## config.mk

```make
export PLATFORM = sky130hd
export DESIGN_NAME = audio_bus_master
export DESIGN_NICKNAME = d
export VERILOG_FILES = /design/src/source/additive_synth_pkg.sv /design/src/source/audio_bus_master.sv
export SDC_FILE = /design/constraint.sdc
export NUM_CORES = 1
export LEC_CHECK = 0
export ABC_AREA = 1
export BUFFER_PORTS_ARGS = -buffer_cell sky130_fd_sc_hd__buf_2
export CORE_ASPECT_RATIO = 1.4
export CORE_MARGIN = 2
export CORE_UTILIZATION = 40
export CTS_BUF_LIST = sky130_fd_sc_hd__clkbuf_16
export CTS_CLUSTER_DIAMETER = 100
export DETAILED_ROUTE_END_ITERATION = 7
export MAX_ROUTING_LAYER = met4
export PLACE_DENSITY = 0.8
export SYNTH_ARGS = -nofsm -noshare
export SYNTH_HDL_FRONTEND = slang
export SYNTH_SLANG_ARGS = --single-unit
```

## constraint.sdc

```tcl
create_clock -name CLOCK_50 -period 2.6 [get_ports CLOCK_50]
set_input_delay 0.52 -clock CLOCK_50 [delete_from_list [all_inputs] [get_ports CLOCK_50]]
set_output_delay 0.52 -clock CLOCK_50 [all_outputs]
set_load 0.05 [all_outputs]
```

## src/source/additive_synth_pkg.sv

```systemverilog
package additive_synth_pkg;

	////////////////////////////////////////////////////////////
	// widths
	////////////////////////////////////////////////////////////

	// 27-bit signed, coefficients and channel sums
	typedef logic signed [26:0] sample_t;
	typedef logic [31:0] bus_addr_t;
	typedef logic [31:0] bus_data_t;
	// 32 steps per period
	typedef logic [4:0] phase_t;
	typedef logic [4:0] harm_idx_t;
	typedef logic [3:0] shift_t;
	// free words reported by the audio FIFO
	typedef logic [7:0] fifo_space_t;

	localparam int num_harmonics = 21;

	////////////////////////////////////////////////////////////
	// audio FIFO slave map
	////////////////////////////////////////////////////////////

	localparam bus_addr_t fifo_addr = 32'h0000_3044;
	localparam bus_addr_t left_addr = 32'h0000_3048;
	localparam bus_addr_t right_addr = 32'h0000_304c;

	// write a pair only above this many free words
	localparam fifo_space_t min_space = 8'd2;
	// sum to codec word scaling
	localparam int sample_shift = 5;

	////////////////////////////////////////////////////////////
	// sine table
	////////////////////////////////////////////////////////////

	// round(32767 * sin(2*pi*p/32)), cosine is entry p+8
	localparam logic signed [15:0] sin_lut [32] = '{
		16'sd0, 16'sd6393, 16'sd12539, 16'sd18204,
		16'sd23170, 16'sd27245, 16'sd30273, 16'sd32137,
		16'sd32767, 16'sd32137, 16'sd30273, 16'sd27245,
		16'sd23170, 16'sd18204, 16'sd12539, 16'sd6393,
		16'sd0, -16'sd6393, -16'sd12539, -16'sd18204,
		-16'sd23170, -16'sd27245, -16'sd30273, -16'sd32137,
		-16'sd32767, -16'sd32137, -16'sd30273, -16'sd27245,
		-16'sd23170, -16'sd18204, -16'sd12539, -16'sd6393
	};

	// bus master states, one stereo pair per pass
	typedef enum logic [2:0] {
		poll_space,
		wait_space,
		decide,
		write_right,
		next_left,
		write_left
	} bus_state_t;

endpackage

```

## src/source/audio_bus_master.sv

```systemverilog
module audio_bus_master (
	input logic CLOCK_50,
	input logic reset,
	input additive_synth_pkg::sample_t sum_x,
	input additive_synth_pkg::sample_t sum_y,
	input logic bus_ack,
	input additive_synth_pkg::bus_data_t bus_read_data,
	output additive_synth_pkg::bus_addr_t bus_addr,
	output logic bus_read,
	output logic bus_write,
	output additive_synth_pkg::bus_data_t bus_write_data,
	output logic sample_advance
);

	additive_synth_pkg::bus_state_t state;
	// free words from the last poll
	additive_synth_pkg::fifo_space_t fifo_space;
	additive_synth_pkg::bus_data_t right_word;
	additive_synth_pkg::bus_data_t left_word;

	// sign extend to a bus word, then scale up
	function automatic additive_synth_pkg::bus_data_t to_word(
		input additive_synth_pkg::sample_t s
	);
		logic [31:0] ext;
		ext = {{5{s[26]}}, s};
		return ext << additive_synth_pkg::sample_shift;
	endfunction

	assign right_word = to_word(sum_x);
	assign left_word = to_word(sum_y);

	////////////////////////////////////////////////////////////
	// control FSM
	////////////////////////////////////////////////////////////

	always_ff @(posedge CLOCK_50) begin
		if (reset) begin
			state <= additive_synth_pkg::poll_space;
			bus_read <= 1'b0;
			bus_write <= 1'b0;
			sample_advance <= 1'b0;
		end else begin
			// strobe lasts one cycle
			sample_advance <= 1'b0;
			case (state)
				additive_synth_pkg::poll_space: begin
					// ask the FIFO for its free space
					bus_addr <= additive_synth_pkg::fifo_addr;
					bus_read <= 1'b1;
					state <= additive_synth_pkg::wait_space;
				end
				additive_synth_pkg::wait_space: begin
					if (bus_ack) begin
						// write space is the top byte
						fifo_space <= bus_read_data[31:24];
						bus_read <= 1'b0;
						state <= additive_synth_pkg::decide;
					end
				end
				additive_synth_pkg::decide: begin
					if (fifo_space > additive_synth_pkg::min_space) begin
						// right channel first
						bus_addr <= additive_synth_pkg::right_addr;
						bus_write_data <= right_word;
						bus_write <= 1'b1;
						state <= additive_synth_pkg::write_right;
					end else begin
						// too full, poll again
						state <= additive_synth_pkg::poll_space;
					end
				end
				additive_synth_pkg::write_right: begin
					if (bus_ack) begin
						bus_write <= 1'b0;
						state <= additive_synth_pkg::next_left;
					end
				end
				additive_synth_pkg::next_left: begin
					bus_addr <= additive_synth_pkg::left_addr;
					bus_write_data <= left_word;
					bus_write <= 1'b1;
					state <= additive_synth_pkg::write_left;
				end
				additive_synth_pkg::write_left: begin
					if (bus_ack) begin
						// pair done, step the phasors
						bus_write <= 1'b0;
						sample_advance <= 1'b1;
						state <= additive_synth_pkg::poll_space;
					end
				end
				default: begin
					bus_read <= 1'b0;
					bus_write <= 1'b0;
					state <= additive_synth_pkg::poll_space;
				end
			endcase
		end
	end

	////////////////////////////////////////////////////////////
	// bus protocol checks
	////////////////////////////////////////////////////////////

	assert property (@(posedge CLOCK_50) disable iff (reset) !(bus_read && bus_write))
		else $error("read and write requested together");

	// a pending request keeps its address, data and strobe
	assert property (@(posedge CLOCK_50) disable iff (reset)
		(bus_read || bus_write) && !bus_ack
		|=> $stable(bus_addr) && $stable(bus_read) && $stable(bus_write)
			&& (!bus_write || $stable(bus_write_data)))
		else $error("bus request changed before acknowledge");

endmodule

```

* After elaboration in Yosys (flattened, before gate mapping) *
Index checks and enable logic that the tools add are counted.

word-level totals
  bits of input ports = 89
  bits in registers = 78

operators by class
  eq/ne operators = 10
  multiplexer cells = 14
  reduce and logical (&&, ||, !) cells = 13
  magnitude comparators = 1
  bitwise operators = 4

operators with widths
  operator              count
  $pmux W32 S3          1
  $mux W32              2
  $pmux W32 S2          1
  $pmux W3 S6           1
  $reduce_and A3 Y1     5
  $mux W3               3
  $gt A8 B2 Y1 const B  1
  $ne A2 B2 Y1 const B  4
  $eq A3 B2 Y1 const B  2
  $eq A3 B3 Y1 const B  2
  $reduce_or A2 Y1      3
  $not A1 Y1            4
  $pmux W1 S4           1
  $reduce_or A4 Y1      1
  $eq A3 B1 Y1 const B  1
  $logic_not A3 Y1      1
  $mux W1               3
  $pmux W1 S3           1
  $reduce_bool A3 Y1    1
  $mux W2               1
  $ne A2 B1 Y1 const B  1
  $reduce_and A2 Y1     1
  $reduce_bool A2 Y1    1

* Logic depth before layout (Yosys ltp) *
Gate-level depths: netlist of the first run.

  depth in word-level cells = 4
  depth in mapped cells = 8

* Worst setup path before layout of the first run *
Ideal clock, no wire load.

  kind = register to register
  start = register state[0]
  end = register bus_write_data[10], enable pin
  arrival time = 1.951 ns
  setup slack = 0.238 ns
  cell stages (with the launch flop) = 7
  library setup time = 0.411 ns
  clock period less this slack = 2.362 ns
  cells stage by stage = dfxtp_1 -> inv_2 -> nand3_2 -> buf_6 -> nand2_4 -> inv_2 -> nor2_1

between the ends
  cells in the longest elaborated chain, start to end = 3

ends and longest elaborated chain
  element                                                       line                    source
  start: declaration                                            audio_bus_master.sv:15  additive_synth_pkg::bus_state_t state;
  start signal: assignment                                      audio_bus_master.sv:39  state <= additive_synth_pkg::poll_space;
  start signal: assignment                                      audio_bus_master.sv:51  state <= additive_synth_pkg::wait_space;
  start signal: assignment                                      audio_bus_master.sv:58  state <= additive_synth_pkg::decide;
  $eq A3 B2 Y1 or $eq A3 B3 Y1 (tied branches)                  audio_bus_master.sv:46  case (state)
  $ne A2 B2 Y1 (no line) or $reduce_bool A2 Y1 (tied branches)  --
  $reduce_and A3 Y1 (no line) *                                 --
  end signal: assignment                                        audio_bus_master.sv:65  bus_write_data <= right_word;
  end signal: assignment                                        audio_bus_master.sv:81  bus_write_data <= left_word;
  end: declaration                                              audio_bus_master.sv:11  output additive_synth_pkg::bus_data_t bus_write_data,

Mark *: on every way between the ends. The rest lies on a longest branch, timed or not.
A chain may end at the register's enable or synchronous reset.

* Worst setup path in the final report of the first run *
  start = register state[2]
  end = register bus_write_data[6], enable pin

Same word-level chain as after synthesis.

==> results of run 1 <==
[worst max-delay path, cell delays in order (launching register included)]
cell,delay [ns]
dfxtp_1,0.46
nand3_2,0.37
nand2_4,0.19
inv_2,0.05
nor2_2,0.10
buf_4,0.34
[routing by layer]
metal,routed length (um),part of all wire,global-route usage,up-vias
met5,0,0,-,-
met3,267,0.067,0.0325,6
li1,-,-,-,707
met1,1350,0.34,0.144,673
met4,57,0.014,0.0521,0
met2,2340,0.58,0.261,66
[kinds of logic after synthesis]
logic type | after synthesis
AO/OA/AOI/OAI | 10
adder cells (fa/ha/maj) | 1
buffers and inverters | 49
flip-flops | 43
multiplexers | 27
other | 2
AND/OR/NAND/NOR | 33
[where the power goes]
| group | internal, mW | switching, mW | leakage, nW | total [mW] |
|---|---|---|---|---|
| Sequential | 0.811 | 0.0216 | 0.384 | 0.832 |
| Clock | 0.448 | 0.247 | 0.0812 | 0.695 |
| Combinational | 0.120 | 0.347 | 0.760 | 0.468 |
[flip-flops by register name, summed over array words and instances, names as in the netlist]
register,cells
fifo_space,8
bus_write_data,27
bus_addr,2
bus_read,1
bus_write,1
sample_advance,1
state,3
[area by class of cell]
cell class,instances,area [um2]
Clock inverter,3,38.8
Timing Repair Buffer,99,503
Clock buffer,5,125
Sequential cell,43,1230
Tap cell,66,82.6
Fill cell,498,2430
Multi-Input combinational cell,106,668
Inverter,11,41.3
[worst paths after layout]
| kind | slack (ns) | to | depth (start not counted) | from |
|---|---|---|---|---|
| worst max-delay path | 0.75 | bus_write_data[6] | 5 | state[2] |
| worst min-delay path | 0.41 | fifo_space[5] | 1 | bus_read_data[29] |
| worst max register to register | 0.75 | bus_write_data[6] | 5 | state[2] |
| worst min register to register | 0.44 | bus_read | 2 | bus_read |
[stage by stage]
| stage | power [mW] | hold slack, ns | utilization | area (um2) | std cells |
|---|---|---|---|---|---|
| 2_1_floorplan | 1.25 | 0.514 | - | 2230 | 198 |
| 3_3_place_gp | 1.31 | 0.438 | 0.493 | 2530 | 325 |
| 5_1_grt | 2.07 | 0.404 | 0.525 | 2690 | 333 |
| 6_report | 1.99 | 0.412 | 0.525 | 2690 | 333 |
| 3_5_place_dp | 1.31 | 0.439 | 0.493 | 2530 | 325 |
| 4_1_cts | 2.01 | 0.407 | 0.525 | 2690 | 333 |
[cell usage in the layout (no fill, tap or decap), drive strengths merged]
master / synthesis / layout
edfxtp: 37 / 37
nor3: 1 / 1
a21oi: 5 / 5
ha: 1 / 1
conb: 2 / 35
buf: 38 / 99
nand2: 16 / 16
inv: 11 / 11
nand4: 2 / 2
o21bai: 1 / 1
o211ai: 1 / 1
nor4: 1 / 1
nor2: 6 / 6
mux2: 27 / 27
clkinv: 0 / 2
clkbuf: 0 / 5
bufinv: 0 / 1
nand3: 7 / 7
o21ai: 3 / 3
dfxtp: 6 / 6
==> metrics, run 1 <==
status finished, final reports clean; share of layout cells above drive strength 1 0.532; Die W 65.4 um; Post-Synth Simple-Gate Area 0.0753; count of port buffers added during placement 96; diodes inserted 0; violation count after the first detailed-route iteration 24; synthesized instance count 165; top cells by count, synth 37 x edfxtp_1, 35 x buf_4, 27 x mux2_2; via count 1452; largest area contributor in the netlist edfxtp_1; sequential area share after synthesis 0.583; die height 90.0 um; post-synthesis compound-gate area fraction 0.0279; peak supply drop 0.000459 V; final critical-path required period 1.85 ns; max cap viols 0; ys flop type edfxtp_1; Synth Area in XOR/XNOR 0; core area 5120 um2; count of cell types in the netlist 23; Layout Area Growth over Synthesis 27.4%; worst min path class in -> reg; Final Hold Fails 0; largest family of logic cells by synthesized area buffers and inverters; post-synth top area share 0.526; Synth area leaders edfxtp_1 53%, mux2_2 14%, buf_4 12%; total negative slack 0 ns; H-tree levels 2; final setup fails 0; pre-CTS setup slack 0.736 ns; post-synthesis register bit count 43; CP endpoint kind register; CTS Hold Bufs 0; initial antenna violation count 0; Final ANT Viol Nets 0; syn avg cell area 12.8 um2; first-pass GRT wire length 6.23 mm; Setup CP Type reg -> reg; CP Max Fanout 27; Root Driver clkbuf_16; Setup Skew 0.00502 ns; Critical Path RT 2.55 ns; CTS buffer count 5; I/O pin cnt 156; DRC Markers 0; fmax 0.540 GHz; row count 31; grt ovf 0; mapped cell area 2110 um2; final wirelength 4.01 mm; max-slew violation count 0; Die Area 5880 um2; GPL Wtd Cong 0.784; Crit path arrival time 1.80 ns; adder-cell share of the synthesized area 0.00593; Post-synth EDFFs 37; post-CTS setup buffer count 0; drt pass-1 iters 4; post-synthesis async set-or-reset flop share 0; drt via density 4.36; fin crit share 0.713; Synth warnings 0; pwr dens 741 nW/um2; CTS tree built; Final WS setup 0.747 ns; final layout net count 356; Worst-Skew Late Latency 0.28 ns; multiplexer share of the synthesized area 0.144; DP Wirelength 3.12 mm; Sinks on Clock Net 43; Clock Tree Buf Depth 2; Initial Util 0.412; LEAKAGE 1.23 nW; RSZ-0062 raised after global routing false; CTS resizes 0; GRT Util Overall 0.143; most frequent cell after synthesis edfxtp_1; Critical Path Start Type register; vias in the first global route 1396; largest net degree at the start of global routing 28; Worst-path clk slew 0.06 ns; routed wire length per instance 12.1 um
(Power assumes the default switching activity.)
==> inputs of run 2 (changes only) <==
--- a/config.mk
+++ b/config.mk
@@ -5,16 +5,16 @@
 export SDC_FILE = /design/constraint.sdc
 export NUM_CORES = 1
 export LEC_CHECK = 0
-export ABC_AREA = 1
+export ABC_AREA = 0
 export BUFFER_PORTS_ARGS = -buffer_cell sky130_fd_sc_hd__buf_2
 export CORE_ASPECT_RATIO = 1.4
 export CORE_MARGIN = 2
-export CORE_UTILIZATION = 40
+export CORE_UTILIZATION = 36
 export CTS_BUF_LIST = sky130_fd_sc_hd__clkbuf_16
 export CTS_CLUSTER_DIAMETER = 100
 export DETAILED_ROUTE_END_ITERATION = 7
 export MAX_ROUTING_LAYER = met4
-export PLACE_DENSITY = 0.8
+export PLACE_DENSITY = 0.76
 export SYNTH_ARGS = -nofsm -noshare
 export SYNTH_HDL_FRONTEND = slang
 export SYNTH_SLANG_ARGS = --single-unit
==> constraint.sdc (replaced) <==
create_clock -name CLOCK_50 -period 1.6 [get_ports CLOCK_50]
set_input_delay 0.32 -clock CLOCK_50 [delete_from_list [all_inputs] [get_ports CLOCK_50]]
set_output_delay 0.32 -clock CLOCK_50 [all_outputs]
set_load 0.05 [all_outputs]
==> run 2 against run 1 <==
Effect of this change:
- sequential power grew 54%
- via count is 2.8% lower
- clock power increased by 84%
- worst hold slack worse by 0.20 ns
- area after synthesis rose by 0.12%
- die area up 11%
- critical path type unchanged
- critical endpoint is now bus_write_data[10]
==> metrics, run 2 <==
first-pass GRT wire length 5.11 mm (-18%); diodes inserted 0 (unchanged); count of port buffers added during placement 96 (unchanged); CTS Hold Bufs 0 (unchanged); fin crit share 0.987 (+0.275); Layout Area Growth over Synthesis 34.0%; post-CTS setup buffer count 0 (unchanged); H-tree levels 2 (unchanged); share of layout cells above drive strength 1 0.599 (+0.0674); hold_sp bus_read_data[26]; delay-heaviest family, CP simple AND/OR/NAND/NOR gates; CTS resizes 1 (+1); Worst-Skew Late Latency 0.28 ns (about the same); CP endpoint kind register; Crit path arrival time 1.61 ns (-0.19 ns); post-synthesis register bit count 43 (unchanged); final wirelength 3.61 mm (-10%); Synth warnings 0 (unchanged); critical path's largest stage delay 0.56 ns (+0.10 ns); placed cell area 2620 um2 (+3.6%); Largest register FFs 27 (unchanged); Min-Delay Endpoint fifo_space[2]; RR Endpoint bus_write_data[10]; RSZ-0062 raised after global routing true; post-synth top area share 0.526 (-0.000623); LEAKAGE 1.22 nW (-0.66%); r2r worst-path depth 4 (-1); largest net degree at the start of global routing 29 (+3.6%); via count 1412 (-2.8%); largest area contributor in the netlist edfxtp_1; Setup CP Type reg -> reg; count of cell types in the netlist 31 (+35%); Root Driver clkbuf_16; initial antenna violation count 0 (unchanged); flop-to-flop setup slack 0.02 ns (-0.73 ns); DRC Markers 0 (unchanged); Clock Tree Buf Depth 2 (unchanged); Largest Register bus_write_data; Critical Path Start Type register; Initial Util 0.366 (-0.0467); row count 33 (+6.5%); top cells by count, synth 37 x edfxtp_1, 36 x buf_4, 27 x mux2_2; routed wire length per instance 11.0 um (-8.5%); Synth area leaders edfxtp_1 53%, mux2_2 14%, buf_4 13%; DP Wirelength 2.86 mm (-8.3%); Hold Path Depth 1 (unchanged); final critical-path required period 1.58 ns (-0.273 ns); Die Area 6510 um2 (+11%); Setup Skew 0.00905 ns (+0.00403 ns); max cap viols 0 (unchanged); drt via density 4.32 (-0.97%); core area 5780 um2 (+13%); violation count after the first detailed-route iteration 46 (+92%); most frequent cells in the layout 96 x buf_2, 37 x edfxtp_1, 35 x conb_1; CTS tree built; vias in the first global route 1192 (-15%); grt ovf 0 (unchanged); biggest regs bus_write_data (27), fifo_space (8), state (3); Critical Path RT 1.63 ns (-0.92 ns); pwr dens 1080 nW/um2 (+45%); most frequent cell after synthesis edfxtp_1; sequential area share after synthesis 0.583 (-0.000691); die height 94.7 um (+5.2%); Die W 68.8 um (+5.1%); I/O pin cnt 156 (unchanged); CP Max Fanout 24 (-11%); Final Hold Fails 0 (unchanged); CTS buffer count 5 (unchanged); Sinks on Clock Net 43 (unchanged); fmax 0.633 GHz (+17%); GPL Wtd Cong 0.854 (+9.0%); Post-synth EDFFs 37 (unchanged); max-slew violation count 0 (unchanged); r2r startpoint fifo_space[7]; post-synthesis async set-or-reset flop share 0 (unchanged); peak supply drop 0.000556 V (+21%); mapped cell area 2110 um2 (+0.12%); final setup fails 0 (unchanged); drt pass-1 iters 4 (unchanged); ys flop type edfxtp_1; Hold WS 0.214 ns (-0.199 ns); GRT Util Overall 0.110 (-0.0334); most common cell after layout, fill and taps aside buf_2; Worst-path clk slew 0.06 ns (about the same); status finished, final reports clean; final instance area 2830 um2 (+5.3%); final layout net count 346 (-2.8%); worst min path class in -> reg; synthesized instance count 152 (-7.9%); Slowest-stage cell, CP or4_4; CP bufs+invs 1 (-1); syn avg cell area 13.9 um2 (+8.7%); crit-path cells or4_4 > o21ai_4 > a211oi_4 > buf_12; Final ANT Viol Nets 0 (unchanged)
## run 2: cell families (layout without fill, tap and decap cells)
kind of cell               after synthesis  after routing  share of synthesized area
AOI/OAI and AO/OA                       16             16                     0.0491
xor gates and xnor gates                 1              1                    0.00415
adders and majority gates                1              1                    0.00592
buffers and inverters                   46            118                      0.157
DFF                                     43             43                      0.583
muxes                                   27             27                      0.144
other                                    2             35                    0.00355
and+or+nand+nor                         16             16                     0.0539
## run 2: area by class of cell
cell class / count / area (um2)
Clock buffer: 5 / 125
Clock inverter: 3 / 67.6
Fill cell: 525 / 2950
Inverter: 5 / 18.8
Multi-Input combinational cell: 96 / 726
Sequential cell: 43 / 1230
Tap cell: 70 / 87.6
Timing Repair Buffer: 105 / 573
## run 2: how the worst max path moves through the flow
stage | depth (start not counted) | slack (ns) | from | end
2_1_floorplan | 4 | -0.26 | state[1] | bus_write_data[10]
3_3_place_gp | 4 | 0.02 | fifo_space[7] | bus_write_data[10]
3_5_place_dp | 4 | 0.005 | fifo_space[7] | bus_write_data[10]
4_1_cts | 4 | 0.005 | fifo_space[7] | bus_write_data[10]
5_1_grt | 4 | -0.00006 | fifo_space[7] | bus_write_data[10]
6_report | 4 | 0.02 | fifo_space[7] | bus_write_data[10]
## run 2: metrics by stage
| stage | instances | setup TNS (ns) | power (mW) | setup WS [ns] | util |
|---|---|---|---|---|---|
| 2_1_floorplan | 185 | -7.04 | 1.73 | -0.261 | - |
| 3_5_place_dp | 319 | 0 | 1.79 | 0.00529 | 0.453 |
| 3_3_place_gp | 319 | 0 | 1.78 | 0.0157 | 0.453 |
| 5_1_grt | 327 | -0.0000978 | 3.17 | -0.0000581 | 0.490 |
| 4_1_cts | 327 | 0 | 3.09 | 0.00502 | 0.487 |
| 6_report | 327 | 0 | 3.05 | 0.0201 | 0.490 |
## run 2: routing by layer
layer	part of all wire	track usage	up-vias	wire length, um
met4	0.0094	0.0343	0	34
met1	0.34	0.100	633	1240
met5	0	-	-	0
met3	0.11	0.0369	5	407
li1	-	-	682	-
met2	0.53	0.205	92	1920
## run 2: power breakdown
part	internal (mW)	switching (mW)	leakage (nW)
Sequential	1.26	0.0195	0.384
Combinational	0.141	0.347	0.743
Clock	0.893	0.391	0.0900
==> inputs of run 3 (changes only) <==
--- a/config.mk
+++ b/config.mk
@@ -5,12 +5,11 @@
 export SDC_FILE = /design/constraint.sdc
 export NUM_CORES = 1
 export LEC_CHECK = 0
-export ABC_AREA = 0
+export ABC_AREA = 1
 export BUFFER_PORTS_ARGS = -buffer_cell sky130_fd_sc_hd__buf_2
 export CORE_ASPECT_RATIO = 1.4
 export CORE_MARGIN = 2
 export CORE_UTILIZATION = 36
-export CTS_BUF_LIST = sky130_fd_sc_hd__clkbuf_16
 export CTS_CLUSTER_DIAMETER = 100
 export DETAILED_ROUTE_END_ITERATION = 7
 export MAX_ROUTING_LAYER = met4
==> run 3 against run 2 <==
Effect of this change:
- register-to-register slack better by 0.13 ns
- first-iteration DRC count fell by 26%
- non-clock buffer count grew 1
- maximum frequency increased by 8.9%
- global-route usage rose by 0.91 points
- critical path depth grew 3
- die area is 0.12% lower
- clock skew shrank 0.0030 ns
- critical path type unchanged
- largest cell class unchanged
- highest routed layer unchanged
==> metrics, run 3 (synthesis results as in run 1) <==
DP Wirelength 2.95 mm (+3.3%); GRT Util Overall 0.119 (+0.00910); peak supply drop 0.000432 V (-22%); Sinks on Clock Net 43 (unchanged); routed wire length per instance 11.2 um (+1.5%); Final ANT Viol Nets 0 (unchanged); Setup CP Type reg -> reg; LEAKAGE 1.25 nW (+2.9%); final critical-path required period 1.45 ns (-0.129 ns); pwr dens 1080 nW/um2 (+0.44%); diodes inserted 0 (unchanged); busiest grt layer met2; final layout net count 363 (+4.9%); via count 1475 (+4.5%); status finished, final reports clean; Critical Path RT 1.62 ns (about the same); Clock Tree Buf Depth 2 (unchanged); max cap viols 0 (unchanged); fin crit share 0.907 (-0.0808); I/O pin cnt 156 (unchanged); RSZ-0062 raised after global routing false; met1 usage 0.109 (+0.00881); worst min path class in -> reg; count of port buffers added during placement 96 (unchanged); grt ovf 0 (unchanged); total negative slack 0 ns (unchanged); share of layout cells above drive strength 1 0.555 (-0.0445); CP Max Fanout 7 (-71%); violation count after the first detailed-route iteration 34 (-26%); met2 usage 0.214 (+0.00881); Setup Skew 0.00600 ns (-0.00305 ns); most frequent cells in the layout 96 x buf_2, 37 x edfxtp_1, 35 x conb_1; final wirelength 3.85 mm (+6.8%); most common cell after layout, fill and taps aside buf_2; die height 94.6 um (about the same); CP endpoint kind register; vias in the first global route 1233 (+3.4%); Largest register FFs 27 (unchanged); drt via density 4.29 (-0.70%); Crit path arrival time 1.47 ns (-0.14 ns); met3 usage 0.0358 (-0.00119); first-pass GRT wire length 5.37 mm (+5.1%); drt pass-1 iters 4 (unchanged); Largest Register bus_write_data; CTS buffer count 5 (unchanged); Critical Path Start Type register; largest net degree at the start of global routing 27 (-6.9%); Layout Area Growth over Synthesis 30.8%; biggest regs bus_write_data (27), fifo_space (8), state (3); GPL Wtd Cong 0.762 (-11%); core area 5780 um2 (unchanged); flop-to-flop setup slack 0.15 ns (+0.13 ns); Die Area 6500 um2 (-0.12%); Worst-path clk slew 0.08 ns (+0.02 ns); max-slew violation count 0 (unchanged); Die W 68.7 um (about the same); CTS tree built; initial antenna violation count 0 (unchanged); CTS Hold Bufs 0 (unchanged); Worst-Skew Late Latency 0.29 ns (about the same); final core utilization 0.477 (-0.0126); Initial Util 0.365 (-0.000433); Final Hold Fails 0 (unchanged); fmax 0.689 GHz (+8.9%); row count 33 (unchanged); Root Driver clkbuf_8; final setup fails 0 (unchanged); H-tree levels 2 (unchanged); DRC Markers 0 (unchanged)
run 3: worst max-delay path, stage by stage, from the launching register on:
cell and delay (ns):
dfxtp_4 0.39, inv_2 0.06, nand3_2 0.09, inv_1 0.06
nand2_1 0.10, nand2_2 0.08, nor2_4 0.20, clkbuf_16 0.19
run 3: final timing paths:
kind	start	end	depth (start not counted)
max	state[0]	bus_write_data[11]	7
min	bus_read_data[25]	fifo_space[1]	1
max reg2reg	state[0]	bus_write_data[11]	7
min reg2reg	bus_read	bus_read	2
run 3: layer usage:
metal  vias up  share of wire  routed length, um
met5         -              0                  0
met3         6          0.098                379
met1       663           0.34               1310
met2        88           0.54               2090
li1        718              -                  -
met4         0          0.019                 74
run 3: layout make-up:
class	instances	area, um2
Inverter	11	41.3
Tap cell	70	87.6
Clock buffer	5	68.8
Fill cell	539	3020
Timing Repair Buffer	106	602
Multi-Input combinational cell	106	683
Clock inverter	3	38.8
Sequential cell	43	1240
run 3: report_power, final:
part	switching [mW]	internal (mW)	leakage (nW)	total [mW]
clock	0.353	0.457	0.0556	0.810
combinational	0.584	0.240	0.812	0.825
sequential	0.0328	1.32	0.385	1.35
run 3: repair_timing:
item	in CTS	in global routing
resized for setup	0	2
buffers inserted	0	4
endpoints found under the setup margin	0	24
endpoints found under the hold margin	0	0
run 3: metrics by stage:
| step | worst slack (ns) | std cells | instance area, um2 | hold WS [ns] | power, mW |
|---|---|---|---|---|---|
| finish | 0.149 | 344 | 2760 | 0.201 | 2.98 |
| global route | 0.0172 | 344 | 2760 | 0.182 | 3.14 |
| CTS | 0.0993 | 338 | 2690 | 0.188 | 2.99 |
| detailed placement | 0.122 | 330 | 2580 | 0.438 | 2.17 |
| global placement | 0.136 | 330 | 2580 | 0.428 | 2.15 |
| floorplan | 0.0106 | 198 | 2250 | 0.379 | 2.04 |
